==> config.mk <==
export PLATFORM = sky130hd
export DESIGN_NAME = minimac_rx
export DESIGN_NICKNAME = d
export VERILOG_FILES = /design/src/design/minimac_rx_pkg.sv /design/src/design/rx_word_if.sv /design/src/design/mii_rx_framer.sv /design/src/design/rx_slot_dispatch.sv /design/src/design/rx_slot_buffer.sv /design/src/design/apb_rx_reader.sv /design/src/design/minimac_rx.sv
export SDC_FILE = /design/constraint.sdc
export NUM_CORES = 2
export LEC_CHECK = 0
export ABC_AREA = 1
export BUFFER_PORTS_ARGS = -buffer_cell sky130_fd_sc_hd__buf_2
export CORE_MARGIN = 1
export CORE_UTILIZATION = 40
export DETAILED_ROUTE_END_ITERATION = 10
export HOLD_SLACK_MARGIN = 0.03
export PLACE_DENSITY = 0.56
export SETUP_SLACK_MARGIN = 0.1
export SLEW_MARGIN = 20
export SYNTH_ARGS = -nofsm -noshare
export SYNTH_HDL_FRONTEND = slang
export SYNTH_HIERARCHICAL = 1
export SYNTH_SLANG_ARGS = --single-unit
==> constraint.sdc <==
create_clock -name phy_rx_clk -period 9.3 [get_ports phy_rx_clk]
set_input_delay 0.93 -clock phy_rx_clk [delete_from_list [all_inputs] [get_ports phy_rx_clk]]
set_output_delay 0.93 -clock phy_rx_clk [all_outputs]
set_load 0.03 [all_outputs]
==> src/design/minimac_rx_pkg.sv <==
/*
 * Shared types and constants of the receive MAC
 * Word and byte types, slot geometry, APB register offsets,
 * end-of-frame word encodings and the slot state enum
 */
`default_nettype none

package minimac_rx_pkg;

	typedef logic [7:0] rx_byte_t;  // One byte as assembled from two MII nibbles
	typedef logic [8:0] rx_word_t;  // Bit 8 is eof, then bit 0 carries the error flag

	localparam int NUM_SLOTS  = 4;
	localparam int SLOT_DEPTH = 64;  // 63 data bytes and room for the end-of-frame word
	localparam int SLOT_PW    = $clog2(NUM_SLOTS);
	localparam int SLOT_AW    = $clog2(SLOT_DEPTH);

	typedef logic [SLOT_PW-1:0] slot_ptr_t;   // Index of a frame slot
	typedef logic [SLOT_AW-1:0] slot_addr_t;  // Word address inside one slot
	typedef logic [7:0]         drop_cnt_t;   // Saturating count of dropped frames

	// End-of-frame words as they sit in a slot
	localparam rx_word_t EOF_OK  = 9'h100;
	localparam rx_word_t EOF_ERR = 9'h101;

	// APB register map, paddr is 4 bits wide
	localparam logic [3:0] REG_STATUS = 4'h0;  // Ready bitmap and drop count
	localparam logic [3:0] REG_DATA   = 4'h4;  // Pops one word of the oldest frame
	localparam logic [3:0] REG_CLEAR  = 4'h8;  // Bit 0 written high clears the drop count

	typedef enum logic [1:0] {
		SLOT_EMPTY,    // Free for the next frame
		SLOT_FILLING,  // Frame being written
		SLOT_READY     // Complete frame waiting to be read
	} slot_state_t;

endpackage

`default_nettype wire

==> src/design/rx_word_if.sv <==
/*
 * rx_word_if carries frame words from the framer to the dispatcher and on to the slots
 * slot_rd_if is the read port of one slot towards the APB reader
 */
`timescale 1ns/1ps
`default_nettype none

interface rx_word_if;
	import minimac_rx_pkg::*;

	logic     valid;   // One cycle per word
	rx_word_t word;
	logic     sof;     // First word of a frame
	logic     accept;  // Sampled with sof to keep or drop the frame

	modport framer   (output valid, output word, output sof);
	modport receive  (input valid, input word, input sof, output accept);
	modport dispatch (output valid, output word, output sof, input accept);
	modport slot     (input valid, input word, input sof, output accept);
endinterface

interface slot_rd_if;
	import minimac_rx_pkg::*;

	logic     ready;    // Slot holds a complete frame
	rx_word_t rd_word;  // Word at the read pointer
	logic     pop;      // Advances the read pointer
	logic     free;     // Slot empty, usable for a new frame

	modport slot   (output ready, output rd_word, input pop, output free);
	modport reader (input ready, input rd_word, output pop);
endinterface

`default_nettype wire

==> src/design/mii_rx_framer.sv <==
/*
 * MII receive framer
 * Joins nibble pairs into bytes, low nibble first, flags the first word of a frame
 * and closes every frame with an end-of-frame word carrying the error flag
 */
`timescale 1ns/1ps
`default_nettype none

module mii_rx_framer (
	input  logic       phy_rx_clk,
	input  logic       rx_rst2,
	input  logic [3:0] phy_rx_data,
	input  logic       phy_dv,
	input  logic       phy_rx_er,
	rx_word_if.framer  out
);
	import minimac_rx_pkg::*;

	logic [3:0] lo_nibble;   // Low half of the byte being assembled
	logic       hi_nibble;   // Next nibble completes a byte
	logic       abort;       // Frame already closed by an error word
	logic       first_word;  // Next emitted word opens a frame
	logic       phy_dv_r;    // Previous phy_dv, for the falling edge
	logic       valid_q;
	logic       sof_q;
	rx_word_t   word_q;      // Payload only, qualified by valid_q

	always_ff @(posedge phy_rx_clk) begin
		if (rx_rst2) begin
			valid_q    <= 1'b0;
			sof_q      <= 1'b0;
			hi_nibble  <= 1'b0;
			abort      <= 1'b0;
			first_word <= 1'b1;
			phy_dv_r   <= 1'b0;
		end else begin
			valid_q  <= 1'b0;  // Every word is a single-cycle pulse
			sof_q    <= 1'b0;
			phy_dv_r <= phy_dv;

			if (phy_dv && !abort) begin
				if (phy_rx_er) begin
					// Close the frame at once and ignore the rest of it
					valid_q    <= 1'b1;
					sof_q      <= first_word;  // Set when the error hits before any byte
					word_q     <= EOF_ERR;
					first_word <= 1'b0;
					abort      <= 1'b1;
					hi_nibble  <= 1'b0;
				end else if (!hi_nibble) begin
					lo_nibble <= phy_rx_data;
					hi_nibble <= 1'b1;
				end else begin
					valid_q    <= 1'b1;
					sof_q      <= first_word;
					word_q     <= {1'b0, phy_rx_data, lo_nibble};
					first_word <= 1'b0;
					hi_nibble  <= 1'b0;
				end
			end else if (phy_dv_r && !phy_dv) begin
				// End of frame, a dangling low nibble is simply lost
				if (!abort) begin
					valid_q <= 1'b1;
					sof_q   <= first_word;  // A frame with no whole byte is only its eof
					word_q  <= EOF_OK;
				end
				abort      <= 1'b0;
				hi_nibble  <= 1'b0;
				first_word <= 1'b1;
			end
		end
	end

	assign out.valid = valid_q;
	assign out.word  = word_q;
	assign out.sof   = sof_q;

	// Two words in a row only happen when the last byte is followed by its eof
	a_valid_spacing: assert property (@(posedge phy_rx_clk) disable iff (rx_rst2)
		valid_q |=> (!valid_q || (word_q[8] && !$past(word_q[8]))));

endmodule

`default_nettype wire

==> src/design/rx_slot_dispatch.sv <==
/*
 * Frame dispatcher
 * Hands each new frame to the next slot in rotation, drops frames whose
 * slot is still occupied and counts them in a saturating counter
 */
`timescale 1ns/1ps
`default_nettype none

module rx_slot_dispatch (
	input  logic                                   phy_rx_clk,
	input  logic                                   rx_rst2,
	rx_word_if.receive                             in,
	rx_word_if.dispatch                            slot_out [minimac_rx_pkg::NUM_SLOTS],
	input  logic [minimac_rx_pkg::NUM_SLOTS-1:0]   slot_free,
	output minimac_rx_pkg::drop_cnt_t              drop_count,
	input  logic                                   clear_drops
);
	import minimac_rx_pkg::*;

	slot_ptr_t            cur_slot;    // Slot that gets the next frame
	logic                 routing;     // Words of a kept frame are in flight
	logic [NUM_SLOTS-1:0] slot_acc;    // Accept flags gathered from the slots
	logic                 route_valid;

	assign in.accept = slot_acc[cur_slot];

	// The sof word decides by itself, later words follow that decision
	assign route_valid = in.valid && (in.sof ? in.accept : routing);

	for (genvar i = 0; i < NUM_SLOTS; i++) begin : g_route
		assign slot_acc[i]       = slot_out[i].accept;
		assign slot_out[i].valid = route_valid && (cur_slot == slot_ptr_t'(i));
		assign slot_out[i].word  = in.word;
		assign slot_out[i].sof   = in.sof;
	end

	always_ff @(posedge phy_rx_clk) begin
		if (rx_rst2) begin
			cur_slot   <= '0;
			routing    <= 1'b0;
			drop_count <= '0;
		end else begin
			if (in.valid && in.sof) begin
				if (in.accept) begin
					if (in.word[8])
						cur_slot <= cur_slot + slot_ptr_t'(1);  // Frame that is only an eof
					else
						routing <= 1'b1;
				end else begin
					routing <= 1'b0;  // Whole frame discarded, rotation stays put
				end
			end else if (in.valid && in.word[8] && routing) begin
				routing  <= 1'b0;
				cur_slot <= cur_slot + slot_ptr_t'(1);
			end

			if (clear_drops)
				drop_count <= '0;
			else if (in.valid && in.sof && !in.accept && drop_count != '1)
				drop_count <= drop_count + drop_cnt_t'(1);  // Saturates at 255
		end
	end

	// A slot that was handed a sof word must have taken it and left SLOT_EMPTY
	a_route_free: assert property (@(posedge phy_rx_clk) disable iff (rx_rst2)
		(in.valid && in.sof && in.accept) |=> !slot_free[$past(cur_slot)]);

endmodule

`default_nettype wire

==> src/design/rx_slot_buffer.sv <==
/*
 * One frame slot
 * 64-word buffer filled from the dispatcher, truncated with an error
 * end-of-frame word on overflow and drained word by word by the reader
 */
`timescale 1ns/1ps
`default_nettype none

module rx_slot_buffer (
	input  logic      phy_rx_clk,
	input  logic      rx_rst2,
	rx_word_if.slot   wr,
	slot_rd_if.slot   rd
);
	import minimac_rx_pkg::*;

	rx_word_t    mem [SLOT_DEPTH];
	slot_addr_t  wr_ptr;
	slot_addr_t  rd_ptr;
	slot_state_t state;
	logic        wr_en;
	logic        overflow;  // Data byte with no room left for its eof
	logic        wr_last;   // This write closes the frame in the slot
	rx_word_t    wr_data;

	// Only the last entry is left and the frame still sends data
	assign overflow = (wr_ptr == slot_addr_t'(SLOT_DEPTH - 1)) && !wr.word[8];
	assign wr_data  = overflow ? EOF_ERR : wr.word;
	assign wr_last  = wr.word[8] || overflow;

	// An empty slot only starts on sof, so leftovers of a truncated frame fall away
	assign wr_en = wr.valid &&
		((state == SLOT_EMPTY && wr.sof) || state == SLOT_FILLING);

	always_ff @(posedge phy_rx_clk) begin
		if (wr_en)
			mem[wr_ptr] <= wr_data;
	end

	always_ff @(posedge phy_rx_clk) begin
		if (rx_rst2) begin
			state  <= SLOT_EMPTY;
			wr_ptr <= '0;
			rd_ptr <= '0;
		end else begin
			case (state)
				SLOT_EMPTY, SLOT_FILLING: begin
					if (wr_en) begin
						wr_ptr <= wr_ptr + slot_addr_t'(1);
						state  <= wr_last ? SLOT_READY : SLOT_FILLING;
					end
				end
				SLOT_READY: begin
					if (rd.pop) begin
						rd_ptr <= rd_ptr + slot_addr_t'(1);
						if (rd.rd_word[8]) begin  // Frame fully read, slot reusable
							state  <= SLOT_EMPTY;
							rd_ptr <= '0;
							wr_ptr <= '0;
						end
					end
				end
				default: state <= SLOT_EMPTY;
			endcase
		end
	end

	assign wr.accept  = (state == SLOT_EMPTY);
	assign rd.free    = (state == SLOT_EMPTY);
	assign rd.ready   = (state == SLOT_READY);
	assign rd.rd_word = mem[rd_ptr];  // Presented ahead of the pop

	// The reader must never pop a slot that holds no complete frame
	a_pop_ready: assert property (@(posedge phy_rx_clk) disable iff (rx_rst2)
		rd.pop |-> (state == SLOT_READY));

endmodule

`default_nettype wire

==> src/design/apb_rx_reader.sv <==
/*
 * APB register block of the receive MAC
 * STATUS shows ready slots and the drop count, DATA pops the oldest frame
 * word by word, CLEAR resets the drop count
 */
`timescale 1ns/1ps
`default_nettype none

module apb_rx_reader (
	input  logic                       phy_rx_clk,
	input  logic                       rx_rst2,
	input  logic                       psel,
	input  logic                       penable,
	input  logic                       pwrite,
	input  logic [3:0]                 paddr,
	input  logic [31:0]                pwdata,
	output logic [31:0]                prdata,
	output logic                       pready,
	output logic                       pslverr,
	slot_rd_if.reader                  slot_rd [minimac_rx_pkg::NUM_SLOTS],
	input  minimac_rx_pkg::drop_cnt_t  drop_count,
	output logic                       clear_drops
);
	import minimac_rx_pkg::*;

	slot_ptr_t            rd_slot;    // Oldest slot in arrival order
	logic [NUM_SLOTS-1:0] ready_map;
	rx_word_t             slot_words [NUM_SLOTS];
	rx_word_t             cur_word;
	logic                 cur_ready;
	logic                 access;     // APB access phase, no wait states
	logic                 pop_data;
	logic                 addr_ok;

	assign access    = psel && penable;
	assign cur_ready = ready_map[rd_slot];
	assign cur_word  = slot_words[rd_slot];

	// A DATA read on an idle slot returns zero and leaves the slot alone
	assign pop_data = access && !pwrite && (paddr == REG_DATA) && cur_ready;

	for (genvar i = 0; i < NUM_SLOTS; i++) begin : g_slot
		assign ready_map[i]  = slot_rd[i].ready;
		assign slot_words[i] = slot_rd[i].rd_word;
		assign slot_rd[i].pop = pop_data && (rd_slot == slot_ptr_t'(i));
	end

	always_comb begin
		prdata = '0;
		case (paddr)
			REG_STATUS: prdata = {16'h0, drop_count, {(8 - NUM_SLOTS){1'b0}}, ready_map};
			REG_DATA: begin
				if (cur_ready)
					prdata = {1'b1, 22'h0, cur_word};  // Bit 31 marks a real word
			end
			default: prdata = '0;
		endcase
	end

	assign pready = 1'b1;

	// Writes only go to CLEAR, reads only to STATUS, DATA and CLEAR
	assign addr_ok = pwrite ? (paddr == REG_CLEAR) :
		(paddr == REG_STATUS || paddr == REG_DATA || paddr == REG_CLEAR);
	assign pslverr = access && !addr_ok;

	assign clear_drops = access && pwrite && (paddr == REG_CLEAR) && pwdata[0];

	always_ff @(posedge phy_rx_clk) begin
		if (rx_rst2) begin
			rd_slot <= '0;
		end else if (pop_data && cur_word[8]) begin
			rd_slot <= rd_slot + slot_ptr_t'(1);  // Next frame sits in the next slot
		end
	end

endmodule

`default_nettype wire

==> src/design/minimac_rx.sv <==
/*
 * Receive MAC top level
 * MII framer, frame dispatcher, four frame slots and the APB reader
 */
`timescale 1ns/1ps
`default_nettype none

module minimac_rx (
	input  logic        phy_rx_clk,
	input  logic        rx_rst2,
	input  logic [3:0]  phy_rx_data,
	input  logic        phy_dv,
	input  logic        phy_rx_er,
	input  logic        psel,
	input  logic        penable,
	input  logic        pwrite,
	input  logic [3:0]  paddr,
	input  logic [31:0] pwdata,
	output logic [31:0] prdata,
	output logic        pready,
	output logic        pslverr
);
	import minimac_rx_pkg::*;

	rx_word_if frame_if ();              // Framer to dispatcher
	rx_word_if slot_wr_if [NUM_SLOTS] ();  // Dispatcher to each slot
	slot_rd_if slot_rd_if_i [NUM_SLOTS] ();  // Each slot to the reader

	logic [NUM_SLOTS-1:0] slot_free;
	drop_cnt_t            drop_count;
	logic                 clear_drops;

	mii_rx_framer framer_i (
		.phy_rx_clk  (phy_rx_clk),
		.rx_rst2     (rx_rst2),
		.phy_rx_data (phy_rx_data),
		.phy_dv      (phy_dv),
		.phy_rx_er   (phy_rx_er),
		.out         (frame_if)
	);

	rx_slot_dispatch dispatch_i (
		.phy_rx_clk  (phy_rx_clk),
		.rx_rst2     (rx_rst2),
		.in          (frame_if),
		.slot_out    (slot_wr_if),
		.slot_free   (slot_free),
		.drop_count  (drop_count),
		.clear_drops (clear_drops)
	);

	for (genvar i = 0; i < NUM_SLOTS; i++) begin : g_slot
		rx_slot_buffer slot_i (
			.phy_rx_clk (phy_rx_clk),
			.rx_rst2    (rx_rst2),
			.wr         (slot_wr_if[i]),
			.rd         (slot_rd_if_i[i])
		);
		assign slot_free[i] = slot_rd_if_i[i].free;
	end

	apb_rx_reader reader_i (
		.phy_rx_clk  (phy_rx_clk),
		.rx_rst2     (rx_rst2),
		.psel        (psel),
		.penable     (penable),
		.pwrite      (pwrite),
		.paddr       (paddr),
		.pwdata      (pwdata),
		.prdata      (prdata),
		.pready      (pready),
		.pslverr     (pslverr),
		.slot_rd     (slot_rd_if_i),
		.drop_count  (drop_count),
		.clear_drops (clear_drops)
	);

endmodule

`default_nettype wire

======== After elaboration in Yosys (flattened, before gate mapping) ========
Memories as Yosys holds them, arrays and structs flattened. A register that Yosys moved wholly into a read port is not among the register bits.
Cells that the tools add are included.
operators by class
  order comparisons ....................... 3
  add/subtract/negate cells ............... 11
  muxes and demuxes ....................... 104
  bitwise logic cells ..................... 4
  reductions and logical operators ........ 89
  equal/unequal tests ..................... 39
operators by type and width
  operator             number
  $mux 6               24
  $mux 9               11
  $pmux 32 s2          1
  $add 6x1->6 const B  8
  $pmux 6 s2           4
  $mux 2               20
  $logic_and 1x1->1    37
  $mux 1               36
  $mux 32              1
  $eq 6x6->1 const B   4
  $reduce_and 4->1     6
  $ne 2x2->1 const B   11
  $bmux 9 s2           1
  $eq 2x2->1 const B   8
  $pmux 2 s2           4
  $reduce_and 3->1     5
  $reduce_and 2->1     7
  $eq 2x1->1 const B   6
  $logic_not 2->1      6
  $reduce_bool 2->1    6
  $logic_or 1x1->1     10
  $ne 2x1->1 const B   5
  $reduce_or 2->1      5
  $add 8x1->8 const B  1
  13 further kinds     23
storage, ports and cells
  output and inout port bits .............. 34
  bits in writable memories ............... 2,304
  memories kept ........................... 4
  bits in registers ....................... 88
  input port bits ......................... 47
memory list
  name                  words  width  rd ports  clocked after memory_dff  wr ports  RTL line              source
  g_slot[0].slot_i.mem  64     9      1         1                         1         rx_slot_buffer.sv:17  rx_word_t mem [SLOT_DEPTH];
  g_slot[1].slot_i.mem  64     9      1         1                         1         rx_slot_buffer.sv:17
  g_slot[2].slot_i.mem  64     9      1         1                         1         rx_slot_buffer.sv:17
  g_slot[3].slot_i.mem  64     9      1         1                         1         rx_slot_buffer.sv:17

======== Longest topological paths before layout ========
  depth after elaboration ................. 9
  mapped depth ............................ 19
  depth with buffers taken out ............ 17

======== Cells and area by module ========
Netlist, hierarchy kept.
modules (own cells, without submodules)
  module                                 sequential area each (µm²)  area an instance (µm²)  cells an instance  times used
  rx_slot_buffer (g_slot[1].slot_i ...)  17,697.0                    23,991.8                1,890              3
  rx_slot_buffer (g_slot[0].slot_i)      17,697.0                    23,891.7                1,894              1
  rx_slot_dispatch                       220.2                       1,086.0                 155                1
  apb_rx_reader                          40.0                        929.6                   174                1
  mii_rx_framer                          510.5                       698.2                   62                 1

======== Least setup slack after synthesis ========
No wires, ideal clock.
  path kind ............................... register -> register
  start point ............................. reg g_slot[1].slot_i.wr_ptr[1]
  end point ............................... mem g_slot[1].slot_i/mem[0][8] (netlist name) (data pin)
  buffers on the path ..................... 0
  arrival time ............................ 3.411 ns
  setup time .............................. 0.722 ns
  cell stages (with the launch flop) ...... 6
  slack ................................... 5.167 ns
  required time ........................... 8.578 ns
  cell sequence ........................... dfxtp_1 > ha_1 > nand2_1 > inv_1 > nand2_1 > o21ai_0
on the way
  longest elaborated chain between the ends .. 3
RTL lines
  item                             RTL line              source
  start: declaration               rx_slot_buffer.sv:18  slot_addr_t wr_ptr;
  start signal: assignment         rx_slot_buffer.sv:49  wr_ptr <= wr_ptr + slot_addr_t'(1);
  $eq 6x6->1                       rx_slot_buffer.sv:27  assign overflow = (wr_ptr == slot_addr_t'(SLOT_DEPTH - 1)) && !wr.word[8];
  $logic_and 1x1->1                rx_slot_buffer.sv:27
  $mux 9                           rx_slot_buffer.sv:28  assign wr_data = overflow ? EOF_ERR : wr.word;
  via g_slot[1].slot_i.wr_data[8]  rx_slot_buffer.sv:24  rx_word_t wr_data;
  end: declaration                 rx_slot_buffer.sv:17
The timed path passes the listed nets, and every way through them passes these cells.

==> run summary <==
Max IR drop VDD = 0.1319 mV
Post-Route Skew = 0.05832 ns
status = completed
CTS tree = done
grt met1 use = 28.89%
io pins = 81
Placer Congestion = 0.8219
Achievable Freq = 0.1505 GHz
vias in the first global route = 59170
worst min-delay path class = input port to flop
area delta synth->final = 10.08%
Die Ht = 498.4 um
clk root buf = clkbuf_16
CTS Buf Count = 275
clock buffer depth = 4
vias = 62890
PwrDens = 204.1 nW/um^2
Worst setup SP type = flop
gr usage total = 20.69%
endpoints failing hold = 0
CP Capture Type = primary output
RSZ-0062 raised after global routing = false
Setup Buffers After CTS = 0
Detail Route Antenna Nets = 0
Worst-Margin Slew = 1.215 ns
Final Max Tran Viols = 0
H-tree Lvls = 5
Final HPWL DP = 142.6 mm
Clock transition at path regs = 0.07 ns
CP Max Fanout = 132
syn_area_per_cell = 12.40 um^2
GR Overflow Total = 0
num rows = 181
CTS Sinks = 2416
IO buf count = 33
DRC viols = 0
Util after Layout = 44.44%
die width = 498.4 um
final worst-path cycle share = 71.45%
Leak = 35.64 nW
Cell Area, Synth = 98560 um^2
Final WS setup = 2.655 ns
slew margin rel. = 18.77%
net count reported at finish = 7862
Final TNS setup = 0 ns
Setup CP Type = flop to primary output
met2 Resource Use GR = 32.86%
Clk Latency, worst-skew pair = 0.92 ns
global route hottest layer = met2
yosys warns = 6
endpoints failing setup = 0
# fillers = 22110
die area = 248400 um^2
Avg WL per Cell = 23.53 um
M3 GR Usage = 2.845%
first-pass GRT wire length = 389.7 mm
Resized cells post-CTS = 0
largest net degree at the start of global routing = 186
worst slack, placed = 3.611 ns
WP data arrival = 5.71 ns
DRT Wirelength = 263.2 mm
initial antenna violation count = 4
drt pass-1 iters = 6
initial core utilization = 40.37%
layout cells sized above 1 = 7.519%
minimum clock period = 6.645 ns
Power Total = 22.14 mW
1st-iter DRT viols = 6583
hold_buf cts = 0
CP required = 8.37 ns
Synth Instances = 7950
core area = 244100 um^2
max-cap violations = 0
Via-to-Cell Ratio = 5.623
-- sequential cells by signal (all words and copies together) (netlist names), named ones only --
signal and flops:
dispatch_i/cur_slot 2, dispatch_i/drop_count 8, dispatch_i/routing 1, framer_i/abort 1
framer_i/first_word 1, framer_i/hi_nibble 1, framer_i/lo_nibble 4, framer_i/out.sof 1
framer_i/out.valid 1, framer_i/out.word 9, framer_i/phy_dv_r 1, g_slot.slot_i/mem 2304
g_slot.slot_i/rd_ptr 24, g_slot.slot_i/state 8, g_slot.slot_i/wr_ptr 24, reader_i/rd_slot 2
-- path summary, 6_finish.rpt --
kind              slack (ns)                start                          to  cells past startpoint
setup / recovery        2.66                 flop                   prdata[6]                     13
hold / removal          0.28               phy_dv           framer_i/phy_dv_r                      3
setup reg to reg        4.77     framer_i/out.sof  g_slot[3].slot_i/mem[6][3]                     10
hold reg to reg         0.45  framer_i/first_word            framer_i/out.sof                      2
-- critical path, stage by stage (launching register included) --
cell and delay [ns]:
dfxtp_4 0.54, inv_8 0.62, buf_4 0.67, o21ai_0 0.18, o22ai_1 0.18, o21ai_0 0.16, o221ai_1 0.50, o211ai_1 0.16
nand2_1 0.22, nor2_1 0.08, nor2_1 0.20, o21ai_0 0.29, a21oi_1 0.58, buf_2 0.31
-- power breakdown --
part | switching [mW] | total (mW) | internal [mW]
clock | 4.16 | 10.1 | 5.97
sequential | 0.00607 | 11.9 | 11.8
combinational | 0.149 | 0.166 | 0.0166
total | 4.31 | 22.1 | 17.8
-- placed cells by master (no fill, tap or decap), types with 5 or more instances in the layout --
master	count
edfxtp_1	2317
nor2_1	1665
o21ai_0	1154
nand2_1	541
o22ai_1	535
nand3_1	326
clkbuf_16	283
o21ai_1	147
inv_1	145
dfxtp_1	87
o221ai_1	75
buf_4	70
clkbuf_1	67
clkinv_1	63
a21oi_1	56
o211ai_1	51
clkinv_2	38
inv_2	35
buf_2	33
nand4_1	30
o21bai_1	20
nor3_1	18
o311ai_1	18
nand2_2	17
ha_1	17
conb_1	16
bufinv_16	15
nand2_4	14
nor2_2	13
or2_0	13
buf_12	9
dfxtp_4	8
o21ai_2	7
nor2_4	6
or2_1	6
o211ai_2	6
clkinvlp_4	5
clkinv_4	5
nand3_2	5
or2_2	5
-- area by class of cell --
class                           count  area (um^2)  share of cell area [%]
Clock buffer                      351         7347                   6.772
Timing Repair Buffer              112        870.8                  0.8026
Multi-Input combinational cell   4780        22890                   21.09
Clock inverter                    108        917.1                  0.8453
Inverter                          213        870.8                  0.8026
Antenna cell                        2        5.005                0.004613
Tap cell                         3202         4006                   3.693
Sequential cell                  2416        71590                   65.99
-- per-stage QoR --
step,std cells,cell area [um^2],hold slack (ns)
after floorplan,7964,98610,0.4152
after global placement,10720,100200,0.4385
after detailed placement,10720,100200,0.4359
after CTS,11180,108500,0.2213
after global routing,11180,108500,0.2748
final,11180,108500,0.2790
-- routing by layer --
metal	wire length, um	part of all wire (%)
met5	13	0.0049
met4	9132	3.5
met3	17840	6.8
met2	123600	47
met1	112600	43
Power figures use the tool's default switching activity.
